==> src/verilog/ahbApbPkg.sv <==
// Bridge-wide sizes and encodings.
// The bridge window must be aligned to 256 MiB and holds three 64 MiB regions.
package ahbApbPkg;

	localparam int addrWidth  = 32;
	localparam int dataWidth  = 32;
	localparam int numSlaves  = 3; // width of Pselx.
	localparam int regionBits = 26; // region offset bits, 64 MiB each.

	// ~~~~~~~~~~~~~~~~~~~~~~~~~~~~~~~~~~~~~~~~~~~~~~~~~
	// AHB transfer types, HTRANS encoding.
	typedef enum logic [1:0]
	{
		transIdle   = 2'b00,
		transBusy   = 2'b01,
		transNonseq = 2'b10,
		transSeq    = 2'b11
	} ahbTrans;

	// ~~~~~~~~~~~~~~~~~~~~~~~~~~~~~~~~~~~~~~~~~~~~~~~~~
	// APB phase sequencer states.
	typedef enum logic [2:0]
	{
		stIdle     = 3'b000,
		stWwait    = 3'b001, // write data phase on AHB.
		stRead     = 3'b010,
		stWrite    = 3'b011,
		stWriteP   = 3'b100, // another transfer already accepted.
		stRenable  = 3'b101,
		stWenable  = 3'b110,
		stWenableP = 3'b111
	} apbState;

endpackage

==> src/verilog/ahbSlaveInterface.sv <==
// AHB side of the bridge: accepts single transfers and decodes the peripheral.
// Stage one registers only move while Hreadyin is high, so they keep the last
// accepted phase over bridge wait states. Stage two follows stage one each cycle.
module ahbSlaveInterface
#(
	parameter logic [ahbApbPkg::addrWidth-1:0] bridgeBase = 32'h8000_0000
)
(
	input  logic                            Hclk,
	input  logic                            Hresetn,
	input  ahbApbPkg::ahbTrans              Htrans,
	input  logic                            Hwrite,
	input  logic                            Hreadyin,
	input  logic [ahbApbPkg::addrWidth-1:0] Haddr,
	input  logic [ahbApbPkg::dataWidth-1:0] Hwdata,
	output logic                            valid,
	output logic                            Hwritereg,
	output logic [ahbApbPkg::addrWidth-1:0] Haddr1,
	output logic [ahbApbPkg::addrWidth-1:0] Haddr2,
	output logic [ahbApbPkg::dataWidth-1:0] Hwdata1,
	output logic [ahbApbPkg::dataWidth-1:0] Hwdata2,
	output logic [ahbApbPkg::numSlaves-1:0] tempselx
);

	import ahbApbPkg::*;

	// window tag sits above the two region index bits.
	localparam int windowLsb = regionBits + 2;

	logic [1:0] regionIdx;
	logic       inWindow;
	logic       activeTrans;

	// ~~~~~~~~~~~~~~~~~~~~~~~~~~~~~~~~~~~~~~~~~~~~~~~~~
	// address decode

	assign regionIdx = Haddr[windowLsb-1:regionBits];
	assign inWindow  = (Haddr[addrWidth-1:windowLsb] == bridgeBase[addrWidth-1:windowLsb]);

	// only nonseq and seq carry a transfer.
	assign activeTrans = (Htrans == transNonseq) || (Htrans == transSeq);

	always_comb
	begin
		for (int i = 0; i < numSlaves; i++)
		begin
			tempselx[i] = inWindow && (regionIdx == 2'(i));
		end
	end

	// the fourth region of the window is unmapped, tempselx stays zero there.
	assign valid = Hreadyin && activeTrans && (|tempselx);

	// ~~~~~~~~~~~~~~~~~~~~~~~~~~~~~~~~~~~~~~~~~~~~~~~~~
	// pipeline registers

	always_ff @(posedge Hclk)
	begin
		if (!Hresetn)
		begin
			Hwritereg <= 1'b0;
		end
		else if (Hreadyin)
		begin
			Hwritereg <= Hwrite; // direction of last accepted phase.
		end
	end

	always_ff @(posedge Hclk)
	begin
		if (Hreadyin)
		begin
			Haddr1  <= Haddr;
			Hwdata1 <= Hwdata; // data phase completes on this edge.
		end
		Haddr2  <= Haddr1;
		Hwdata2 <= Hwdata1;
	end

endmodule

==> src/verilog/apbController.sv <==
// APB phase sequencer. Every APB output and Hreadyout comes from a flop.
// No Pready, so each setup and enable phase lasts exactly one cycle.
// Relies on Hreadyin being the bridge's own Hreadyout.
module apbController
(
	input  logic                            Hclk,
	input  logic                            Hresetn,
	input  logic                            valid,
	input  logic                            Hwrite,
	input  logic                            Hwritereg,
	input  logic [ahbApbPkg::addrWidth-1:0] Haddr,
	input  logic [ahbApbPkg::dataWidth-1:0] Hwdata,
	input  logic [ahbApbPkg::addrWidth-1:0] Haddr1,
	input  logic [ahbApbPkg::addrWidth-1:0] Haddr2,
	input  logic [ahbApbPkg::dataWidth-1:0] Hwdata1,
	input  logic [ahbApbPkg::dataWidth-1:0] Hwdata2,
	input  logic [ahbApbPkg::numSlaves-1:0] tempselx,
	output logic                            Pwrite,
	output logic                            Penable,
	output logic [ahbApbPkg::numSlaves-1:0] Pselx,
	output logic [ahbApbPkg::addrWidth-1:0] Paddr,
	output logic [ahbApbPkg::dataWidth-1:0] Pwdata,
	output logic                            Hreadyout
);

	import ahbApbPkg::*;

	apbState presentState;
	apbState nextState;

	logic [numSlaves-1:0] selx1; // select of last accepted phase.
	logic [numSlaves-1:0] selx2;

	logic                 PwriteNext;
	logic                 PenableNext;
	logic [numSlaves-1:0] PselxNext;
	logic [addrWidth-1:0] PaddrNext;
	logic [dataWidth-1:0] PwdataNext;
	logic                 HreadyoutNext;

	// ~~~~~~~~~~~~~~~~~~~~~~~~~~~~~~~~~~~~~~~~~~~~~~~~~
	// next state

	always_comb
	begin
		case (presentState)
			stIdle, stRenable, stWenable:
			begin
				if (!valid)
					nextState = stIdle;
				else if (Hwrite)
					nextState = stWwait;
				else
					nextState = stRead;
			end
			stWwait:
			begin
				if (!valid)
					nextState = stWrite;
				else
					nextState = stWriteP;
			end
			stRead:
			begin
				nextState = stRenable;
			end
			stWrite:
			begin
				// valid is low here since Hreadyout is low.
				if (!valid)
					nextState = stWenable;
				else
					nextState = stWenableP;
			end
			stWriteP:
			begin
				nextState = stWenableP;
			end
			stWenableP:
			begin
				if (!Hwritereg)
					nextState = stRead;
				else if (!valid)
					nextState = stWrite;
				else
					nextState = stWriteP;
			end
			default:
			begin
				nextState = stIdle;
			end
		endcase
	end

	// ~~~~~~~~~~~~~~~~~~~~~~~~~~~~~~~~~~~~~~~~~~~~~~~~~
	// next APB outputs

	always_comb
	begin
		PwriteNext    = Pwrite;
		PenableNext   = 1'b0;
		PselxNext     = '0;
		PaddrNext     = Paddr;
		PwdataNext    = Pwdata;
		HreadyoutNext = 1'b1;

		case (presentState)
			stIdle, stRenable, stWenable:
			begin
				if (valid && !Hwrite)
				begin
					// read setup straight from the address phase.
					PaddrNext     = Haddr;
					PselxNext     = tempselx;
					PwriteNext    = 1'b0;
					HreadyoutNext = 1'b0;
				end
				else
				begin
					PwriteNext = 1'b0; // writes wait for their data phase.
				end
			end
			stWwait:
			begin
				PaddrNext     = Haddr1;
				PwdataNext    = Hwdata; // data phase of that write.
				PselxNext     = selx1;
				PwriteNext    = 1'b1;
				HreadyoutNext = 1'b0;
			end
			stRead:
			begin
				PselxNext   = Pselx;
				PenableNext = 1'b1; // Hrdata is Prdata in this cycle.
			end
			stWrite:
			begin
				PselxNext   = Pselx;
				PwdataNext  = Hwdata1;
				PenableNext = 1'b1;
			end
			stWriteP:
			begin
				PselxNext     = Pselx;
				PwdataNext    = Hwdata1;
				PenableNext   = 1'b1;
				HreadyoutNext = Hwritereg; // a pending read holds its data phase.
			end
			stWenableP:
			begin
				PaddrNext     = Haddr2;
				PselxNext     = selx2;
				HreadyoutNext = 1'b0;
				if (Hwritereg)
				begin
					PwriteNext = 1'b1;
					PwdataNext = Hwdata;
				end
				else
				begin
					PwriteNext = 1'b0;
					PwdataNext = Hwdata2; // keep the last write data.
				end
			end
			default:
			begin
				PwriteNext = 1'b0;
			end
		endcase
	end

	// ~~~~~~~~~~~~~~~~~~~~~~~~~~~~~~~~~~~~~~~~~~~~~~~~~
	// registers

	always_ff @(posedge Hclk)
	begin
		if (!Hresetn)
		begin
			presentState <= stIdle;
			Pwrite       <= 1'b0;
			Penable      <= 1'b0;
			Pselx        <= '0;
			Hreadyout    <= 1'b0;
		end
		else
		begin
			presentState <= nextState;
			Pwrite       <= PwriteNext;
			Penable      <= PenableNext;
			Pselx        <= PselxNext;
			Hreadyout    <= HreadyoutNext;
		end
	end

	always_ff @(posedge Hclk)
	begin
		Paddr  <= PaddrNext;
		Pwdata <= PwdataNext;
		if (valid)
		begin
			selx1 <= tempselx;
		end
		selx2 <= selx1; // lines up with Haddr2.
	end

endmodule

==> src/verilog/ahbApbBridge.sv <==
// AHB-Lite to APB bridge for a single master and three APB2 peripherals.
// No Pready, no Hresp. Hreadyin must be tied to Hreadyout.
module ahbApbBridge
#(
	parameter logic [ahbApbPkg::addrWidth-1:0] bridgeBase = 32'h8000_0000
)
(
	input  logic                            Hclk,
	input  logic                            Hresetn,
	input  ahbApbPkg::ahbTrans              Htrans,
	input  logic                            Hwrite,
	input  logic                            Hreadyin,
	input  logic [ahbApbPkg::addrWidth-1:0] Haddr,
	input  logic [ahbApbPkg::dataWidth-1:0] Hwdata,
	output logic                            Hreadyout,
	output logic [ahbApbPkg::dataWidth-1:0] Hrdata,
	output logic [ahbApbPkg::numSlaves-1:0] Pselx,
	output logic                            Penable,
	output logic                            Pwrite,
	output logic [ahbApbPkg::addrWidth-1:0] Paddr,
	output logic [ahbApbPkg::dataWidth-1:0] Pwdata,
	input  logic [ahbApbPkg::dataWidth-1:0] Prdata
);

	import ahbApbPkg::*;

	logic                 valid;
	logic                 Hwritereg;
	logic [addrWidth-1:0] Haddr1;
	logic [addrWidth-1:0] Haddr2;
	logic [dataWidth-1:0] Hwdata1;
	logic [dataWidth-1:0] Hwdata2;
	logic [numSlaves-1:0] tempselx;

	ahbSlaveInterface
	#(
		.bridgeBase (bridgeBase)
	)
	ahbSlaveInterface_i
	(
		.Hclk      (Hclk),
		.Hresetn   (Hresetn),
		.Htrans    (Htrans),
		.Hwrite    (Hwrite),
		.Hreadyin  (Hreadyin),
		.Haddr     (Haddr),
		.Hwdata    (Hwdata),
		.valid     (valid),
		.Hwritereg (Hwritereg),
		.Haddr1    (Haddr1),
		.Haddr2    (Haddr2),
		.Hwdata1   (Hwdata1),
		.Hwdata2   (Hwdata2),
		.tempselx  (tempselx)
	);

	apbController apbController_i
	(
		.Hclk      (Hclk),
		.Hresetn   (Hresetn),
		.valid     (valid),
		.Hwrite    (Hwrite),
		.Hwritereg (Hwritereg),
		.Haddr     (Haddr),
		.Hwdata    (Hwdata),
		.Haddr1    (Haddr1),
		.Haddr2    (Haddr2),
		.Hwdata1   (Hwdata1),
		.Hwdata2   (Hwdata2),
		.tempselx  (tempselx),
		.Pwrite    (Pwrite),
		.Penable   (Penable),
		.Pselx     (Pselx),
		.Paddr     (Paddr),
		.Pwdata    (Pwdata),
		.Hreadyout (Hreadyout)
	);

	// sampled by the master in the enable cycle.
	assign Hrdata = Prdata;

endmodule

==> config.mk <==
export PLATFORM = sky130hd
export DESIGN_NAME = ahbApbBridge
export DESIGN_NICKNAME = d
export VERILOG_FILES = /design/src/verilog/ahbApbPkg.sv /design/src/verilog/ahbSlaveInterface.sv /design/src/verilog/apbController.sv /design/src/verilog/ahbApbBridge.sv
export SDC_FILE = /design/constraint.sdc
export NUM_CORES = 1
export LEC_CHECK = 0
export BUFFER_PORTS_ARGS = -buffer_cell sky130_fd_sc_hd__buf_2
export CAP_MARGIN = 30
export CORE_ASPECT_RATIO = 1.1
export CORE_UTILIZATION = 40
export DETAILED_ROUTE_END_ITERATION = 16
export PLACE_DENSITY = 0.73
export SLEW_MARGIN = 20
export SYNTH_ARGS = -nofsm -noshare
export SYNTH_HDL_FRONTEND = slang
export SYNTH_SLANG_ARGS = --single-unit
==> constraint.sdc <==
create_clock -name Hclk -period 4.45 [get_ports Hclk]
set_input_delay 0.445 -clock Hclk [delete_from_list [all_inputs] [get_ports Hclk]]
set_output_delay 0.445 -clock Hclk [all_outputs]
set_load 0.005 [all_outputs]
; ---- Word-level counts from Yosys, hierarchy flattened
; Cells that the tools add are included.
; W data, S select, Z words.
[totals]
ff_bits = 208
latch_bits = 0
ram_bits = 0
romBits = 0
in_bits = 102
out_inout_bits = 102
wordCells = 62
n_memories = 0
[op_classes]
addsub = 0
multipliers = 0
div_mod_pow = 0
n_lt_le_gt_ge = 0
eq_ne = 13
shifts = 0
muxes = 17
bitwise_logic = 0
reduce_logical = 18
[op_table]
columns = op, count
row1 = $pmux W32 S3, 2
row2 = $mux W32, 2
row3 = $pmux W3 S6, 1
row4 = $eq A3 B3 Y1 const B, 4
row5 = $mux W3, 4
row6 = $pmux W3 S3, 1
row7 = $reduce_or A3 Y1, 3
row8 = $eq A2 B2 Y1 const B, 3
row9 = $eq A3 B2 Y1 const B, 2
row10 = $logic_and A1 B1 Y1, 6
row11 = $pmux W1 S3, 2
row12 = $reduce_bool A3 Y1, 2
row13 = $eq A4 B4 Y1 const B, 1
row14 = $mux W1, 4
row15 = $reduce_or A2 Y1, 2
row16 = $eq A3 B1 Y1 const B, 1
row17 = $logic_not A3 Y1, 1
row18 = $eq A2 B1 Y1 const B, 1
row19 = $logic_not A2 Y1, 1
row20 = $mux W2, 1
row21 = $ne A2 B1 Y1 const B, 1
row22 = $reduce_and A2 Y1, 1
row23 = $logic_not A1 Y1, 1
row24 = $logic_or A1 B1 Y1, 1

; ---- Logic depth before layout (Yosys ltp)
; Gate-level depths: netlist of the first run.
[logic_depth]
ltp_word = 7
ltp_mapped = 8
depth_no_buf = 5

; ---- Modules after synthesis
; A second synthesis of the first run with hierarchy kept.
[hier_totals]
cells_unflattened = 503
hier_area_um2 = 7355.8
[by_module_without_submodules]
columns = module, instances, cells_per_inst, area_each_um2, seq_area_each_um2
row1 = apbController, 1, 334, 3816.2, 2252.2
row2 = ahbSlaveInterface, 1, 137, 3299.4, 3223.1
row3 = ahbApbBridge, 1, 32, 240.2, 0.0

; ---- Worst setup path after synthesis of the first run
; OpenSTA, ideal clock, no wires.
[synth_path]
kind = input -> register
start = input Haddr[30] (netlist bit)
end = register apbController_i.Paddr[0] (netlist bit), enable pin
setup_ns = 0.432
arrival_time_ns = 3.105
t_required_ns = 4.018
slack_ns = 0.913
path_stages = 5
n_path_buf = 0
cell_sequence = or4b_4 > a211o_4 > clkinv_8 > nand2_1 > a21oi_1
[synth_via]
elab_chain_cells = 7
elab_cells_between_ends = 9
cone_classes = 2 x eq/ne / 7 x reduce/logical
[synth_rtl]
columns = item, line
row1 = start: declaration, ahbApbBridge.sv:13  ; input logic [ahbApbPkg::addrWidth-1:0] Haddr,
row2 = $eq A4 B4 Y1 (*), ahbSlaveInterface.sv:38  ; assign inWindow = (Haddr[addrWidth-1:windowLsb] == bridgeBase[addrWidth-1:windowLsb]);
row3 = $logic_and A1 B1 Y1, ahbSlaveInterface.sv:47  ; tempselx[i] = inWindow && (regionIdx == 2'(i));
row4 = $reduce_or A3 Y1 (*), ahbSlaveInterface.sv:52  ; assign valid = Hreadyin && activeTrans && (|tempselx);
row5 = $logic_and A1 B1 Y1 (*), ahbSlaveInterface.sv:52
row6 = $logic_and A1 B1 Y1 (*), apbController.sv:110  ; if (valid && !Hwrite)
row7 = $ne A2 B1 Y1 (no source line) (*), --
row8 = $reduce_and A2 Y1 (no source line) (*), --
row9 = end signal: assignment, apbController.sv:197  ; Paddr <= PaddrNext;
row10 = end: declaration, apbController.sv:21  ; output logic [ahbApbPkg::addrWidth-1:0] Paddr,
; Every way passes the cells marked *; elsewhere a longest branch is shown, timed or not.
; A chain may end at the register's enable or synchronous reset.

; ---- Worst setup path after layout of the first run
[layout_path]
start = register apbController_i.presentState[2]
end = register apbController_i.Pwdata[8] (netlist bit) (data pin)
[layout_via]
elab_chain_cells = 3
elab_cells_between_ends = 6
cone_classes = 4 x eq/ne / 1 x mux / 1 x reduce/logical
[layout_rtl]
columns = item, line
row1 = start: declaration, apbController.sv:28  ; apbState presentState;
row2 = start signal: assignment, apbController.sv:179  ; presentState <= stIdle;
row3 = start signal: assignment, apbController.sv:187  ; presentState <= nextState;
row4 = $eq A3 B2 Y1 or $eq A3 B3 Y1 (tied branches), apbController.sv:107  ; case (presentState)
row5 = $reduce_or A2 Y1 (no source line), --
row6 = $pmux W32 S3 (*), apbController.sv:107
row7 = via apbController_i.PwdataNext[8], apbController.sv:38  ; logic [dataWidth-1:0] PwdataNext;
row8 = end signal: assignment, apbController.sv:198  ; Pwdata <= PwdataNext;
row9 = end: declaration, apbController.sv:22  ; output logic [ahbApbPkg::dataWidth-1:0] Pwdata,
; Mark *: on every way through the listed nets, which the timed path passes. The rest lies on a longest branch.

==> impl_metrics.yaml, run 1 <==
layout:
  finish.utilization_pct: 49.8
  area_delta_synth_final_pct: 21.3
  fillerInstances: 1481
  nets: 718
  seq_area_um2: 5480
  drive_gt1_share_pct: 30.5
  multi_input_area_um2: 1490
global_routing:
  grt_max_degree: 66
  grt.total_usage_pct: 15.7
  grt_pass1_wl_mm: 23.0
  antenna_found_initial: 2
  grt_pass1_vias: 4467
  overflow: 0
route:
  num_vias: 4439
  wl_per_cell_um: 17.0
  wirelength_mm: 14.8
  ant_nets: 0
  vias_per_cell: 5.10
  drc: 0
  drt-initial-drc-count: 229
  first_pass_iters: 5
timing:
  relSlewSlack_pct: 40.4
  final.setup.tns_ns: 0
  clock_skew_ns: 0.00820
  finalWorstSetupSlack_ns: 2.01
  finalMaxSlewViolations: 0
  fmax_ghz: 0.409
  rsz0062_at_grt: "false"
  fin_crit_ns: 2.44
  tightest_slew_ns: 0.895
  hold_viol_final: 0
  setup_viol: 0
  fin_crit_sh_pct: 54.9
floorplanning:
  die_area_um2: 18800
  pin_count: 204
  start_util_pct: 41.0
  rows: 51
  die_y_um: 144
  core_um2: 17800
  die_w_um: 131
run:
  cap_viol_max_count: 0
clock_tree:
  clockRootBuffer: "clkbuf_16"
  insertion_delay_ns: 0.49
  cts_tree: "built"
  path_clk_slew_ns: 0.06
  cts_hold_buf: 0
  numClockSinks: 208
  clock_path_buffers: 3
  cts_buffers: 22
  cts-resized-gates: 0
  htreeDepth: 1
  cts_setup_buffers: 0
power:
  leakagePower_nw: 3.65
  power_mw: 6.14
  cellPowerDensity_nw_per_um2: 692
  vdd_drop_max_v: 0.000402
synthesis:
  dominantRegCellSynth: "edfxtp_1"
  synth_common_cells: "131 x edfxtp_1, 77 x dfxtp_1, 77 x nand2_1"
  ys_seq_elements: 208
  post-synth-top-count-cell: "edfxtp_1"
  yosysTopAreaCellShare_pct: 53.8
  synth-edff-count: 131
  syn_nets: 604
  ys_warn_count: 0
  yosys-top-cells-area: "edfxtp_1 54%, dfxtp_1 21%, nand2_1 4.0%"
  syn_avg_cell_area_um2: 14.6
  synthesis.area_um2: 7310
  synth_cell_types: 39
  async_flop_share_pct: 0
  yosys.area.top_type: "edfxtp_1"
  syn-instance-count: 502
  ys_seq_area_share_pct: 74.9
outcome:
  outcome: "finished, final reports clean"
place:
  post-place-ws_ns: 1.76
  port_buffers: 138
  hpwl_mm: 9.57
  gp_congestion: 0.816
setup_path:
  path_class: "reg -> reg"
  r2r_cells: 6
  crit_fanout: 35
  critPathCaptureType: "flip-flop"
  crit_arrival_ns: 2.81
  worstPathRequired_ns: 4.81
  cp-start-kind: "flip-flop"
hold_path:
  worstHoldPathCells: 1
  hp-class: "in -> reg"
-- worst max-delay path, cell delays in order, from the launching register on --
cell	delay, ns
dfxtp_1	0.77
and3_1	0.26
buf_4	0.37
nor2b_2	0.22
buf_4	0.34
a22o_1	0.24
a21o_1	0.09
-- metal layers --
metal / vias up / share of wire [%] / track usage [%]
met5: - / 0.088 / 0
met4: 2 / 1.7 / 4.72
met3: 25 / 7.7 / 3.95
met2: 204 / 48 / 26.3
met1: 2144 / 43 / 19.8
li1: 2064 / - / -
-- state kept, by name, indices dropped and copies added (netlist names) --
register	cells
apbController_i.Pwrite	1
ahbSlaveInterface_i.Hwdata2	32
apbController_i.Penable	1
apbController_i.Hreadyout	1
ahbSlaveInterface_i.Haddr2	32
ahbSlaveInterface_i.Haddr1	32
ahbSlaveInterface_i.Hwritereg	1
apbController_i.Pselx	3
apbController_i.selx2	3
ahbSlaveInterface_i.Hwdata1	32
apbController_i.selx1	3
apbController_i.Pwdata	32
apbController_i.presentState	3
apbController_i.Paddr	32
-- layout by cell type (no fill, tap or decap), types with 3 or more instances in the layout --
| master | Yosys | layout |
|---|---|---|
| bufinv_16 | 0 | 4 |
| dfxtp_1 | 77 | 77 |
| nor2_1 | 10 | 9 |
| a21o_1 | 32 | 32 |
| a21oi_1 | 8 | 6 |
| nand2_1 | 77 | 77 |
| a31oi_1 | 3 | 3 |
| buf_2 | 4 | 138 |
| clkbuf_16 | 0 | 23 |
| clkbuf_8 | 0 | 4 |
| a22o_1 | 32 | 32 |
| clkinv_1 | 0 | 3 |
| a211oi_1 | 4 | 4 |
| buf_4 | 34 | 8 |
| a22oi_1 | 33 | 33 |
| edfxtp_1 | 131 | 131 |
-- path summary, 6_finish.rpt --
kind                                              startpoint                                         to  slack (ns)
setup / recovery  apbController_i.presentState[2]$_SDFF_PN0_        apbController_i.Pwdata[8]$_DFFE_PP_        2.01
hold / removal                                    Hwdata[31]  ahbSlaveInterface_i.Hwdata1[31]$_DFFE_PP_        0.14
setup reg to reg  apbController_i.presentState[2]$_SDFF_PN0_        apbController_i.Pwdata[8]$_DFFE_PP_        2.01
hold reg to reg     ahbSlaveInterface_i.Hwdata1[1]$_DFFE_PP_     ahbSlaveInterface_i.Hwdata2[1]$_DFF_P_        0.37
-- through the flow --
stage               hold slack [ns]  instance area [um^2]  cells
CTS                           0.118                  8860    870
detailed placement            0.354                  8070    830
global placement              0.349                  8040    829
floorplan                     0.348                  7310    502
finish                        0.143                  8860    871
global route                  0.125                  8860    870
-- logic make-up after synthesis --
kind of cell,Yosys count,share of synthesized area [%]
muxes,2,0.274
and+or+nand+nor,108,6.54
xor gates and xnor gates,1,0.120
buffers and inverters,60,5.07
DFF,208,74.9
AOI/OAI and AO/OA,123,13.1
-- where the power goes --
part	leakage, nW	total [mW]	internal, mW	switching (mW)
clock	0.384	1.95	1.24	0.712
combinational	1.38	1.36	0.554	0.810
sequential	1.89	2.82	2.65	0.170
total	3.65	6.14	4.44	1.69
-- area by class of cell --
cell class | count | area share (%)
Sequential cell | 208 | 61.8
Multi-Input combinational cell | 234 | 16.8
Timing Repair Buffer | 147 | 8.78
Clock buffer | 29 | 7.20
Tap cell | 238 | 3.36
Clock inverter | 11 | 1.76
Inverter | 3 | 0.268
Antenna cell | 1 | 0.0282
No activity file was read; power rests on OpenSTA's default activity.
==> run 2, diff against run 1 <==
--- a/config.mk
+++ b/config.mk
@@ -10,7 +10,7 @@
 export CORE_ASPECT_RATIO = 1.1
 export CORE_UTILIZATION = 40
 export DETAILED_ROUTE_END_ITERATION = 16
-export PLACE_DENSITY = 0.73
+export PLACE_DENSITY = 0.75
 export SLEW_MARGIN = 20
 export SYNTH_ARGS = -nofsm -noshare
 export SYNTH_HDL_FRONTEND = slang
==> constraint.sdc (replaced) <==
create_clock -name Hclk -period 2.1 [get_ports Hclk]
set_input_delay 0.21 -clock Hclk [delete_from_list [all_inputs] [get_ports Hclk]]
set_output_delay 0.21 -clock Hclk [all_outputs]
set_load 0.005 [all_outputs]
==> impl_metrics.yaml, run 2 (synthesis gave the netlist of run 1 again) <==
outcome:
  outcome: "finished, final reports clean"
setup_path:
  crit_fanout: 9
  critPathCaptureType: "flip-flop"
  cp-start-kind: "primary input"
  crit_arrival_ns: 2.26
  worstPathRequired_ns: 2.30
  path_class: "in -> reg"
timing:
  setup_viol: 0
  relSlewSlack_pct: 39.0
  finalMaxSlewViolations: 0
  clock_skew_ns: 0.00939
  finalWorstSetupSlack_ns: 0.0413
  fin_crit_ns: 2.06
  rsz0062_at_grt: "false"
  hold_slack_ns: 0.0478
  fmax_ghz: 0.486
  hold_viol_final: 0
  fin_crit_sh_pct: 98.0
  tightest_slew_ns: 0.915
  final.setup.tns_ns: 0
floorplanning:
  rows: 51
  core_um2: 17800
  die_area_um2: 18800
  die_w_um: 131
  pin_count: 204
  start_util_pct: 41.0
  die_y_um: 144
layout:
  finalInstanceArea_um2: 9620
  final_common_cell: "buf_2"
  drive_gt1_share_pct: 29.0
  antenna_cells: 0
  finalNonFillerCells: 949
  area_delta_synth_final_pct: 31.6
  mostFrequentLayoutCells: "135 x buf_2, 131 x edfxtp_1, 77 x dfxtp_1"
  nets: 798
  finish.utilization_pct: 54.0
  fillerInstances: 1387
clock_tree:
  clock_path_buffers: 3
  numClockSinks: 208
  cts_buffers: 21
  cts_tree: "built"
  clockRootBuffer: "clkbuf_16"
  path_clk_slew_ns: 0.06
  insertion_delay_ns: 0.49
  htreeDepth: 1
route:
  wirelength_mm: 16.4
  first_pass_iters: 5
  drt-initial-drc-count: 310
  drc: 0
  wl_per_cell_um: 17.3
  vias_per_cell: 4.99
  num_vias: 4735
  ant_nets: 0
place:
  post-place-ws_ns: 0.0160
  dp.cells: 838
  hpwl_mm: 9.76
  gp_congestion: 0.851
  dpl_cell_area_um2: 8150
  port_buffers: 138
power:
  vdd_drop_max_v: 0.000786
  cellPowerDensity_nw_per_um2: 1380
  leakagePower_nw: 4.00
  power_mw: 13.3
global_routing:
  grt.total_usage_pct: 16.9
  overflow: 0
  grt_pass1_wl_mm: 24.7
  grt_max_degree: 66
  grt_pass1_vias: 4874
  antenna_found_initial: 0
run:
  cap_viol_max_count: 0
hold_path:
  hp-class: "in -> reg"
[run 2: worst max-delay path, cell delays in order]
cell and delay (ns):
dlygate4sd3_1 0.59, or4b_4 0.50, a211o_4 0.37, clkinv_8 0.08
nand2_4 0.05, a21oi_4 0.16, buf_12 0.14, clkbuf_16 0.16
[run 2: final timing paths]
path                            cells past startpoint                                    endpoint                                        from  slack, ns
worst max-delay path                                8         apbController_i.Paddr[13]$_DFFE_PP_                                   Haddr[31]       0.04
worst min-delay path                                3  apbController_i.presentState[0]$_SDFF_PN0_                                      Hwrite       0.05
worst min register to register                      0     ahbSlaveInterface_i.Hwdata2[16]$_DFF_P_   ahbSlaveInterface_i.Hwdata1[16]$_DFFE_PP_       0.37
worst max register to register                      6         apbController_i.Paddr[13]$_DFFE_PP_  apbController_i.presentState[1]$_SDFF_PN0_       0.29
[run 2: area by class of cell]
class                           instances  area, um^2  area share, %
Tap cell                              238         298           3.10
Clock inverter                          7        90.1          0.937
Timing Repair Buffer                  228        1630           16.9
Clock buffer                           31         603           6.27
Sequential cell                       208        5480           56.9
Inverter                                3        23.8          0.247
Multi-Input combinational cell        234        1500           15.6
[run 2: what timing repair did]
| action | in CTS | in global routing |
|---|---|---|
| hold buffers | 65 | 0 |
| setup buffers | 0 | 7 |
| gates resized for setup | 0 | 1 |
| hold endpoints to repair | 91 | 0 |
| setup endpoints to repair | 0 | 32 |
[run 2: power breakdown]
part | switching, mW | leakage, nW | total, mW | internal, mW
clock | 1.49 | 0.337 | 3.73 | 2.24
sequential | 0.324 | 1.89 | 5.94 | 5.62
combinational | 1.98 | 1.77 | 3.63 | 1.65
[run 2: metal layers]
layer / wire length (um) / up-vias / track usage [%]
li1: - / 2221 / -
met1: 6520 / 2283 / 19.2
met2: 8410 / 210 / 30.8
met3: 1180 / 21 / 4.73
met4: 256 / 0 / 4.42
met5: 0 / - / 0
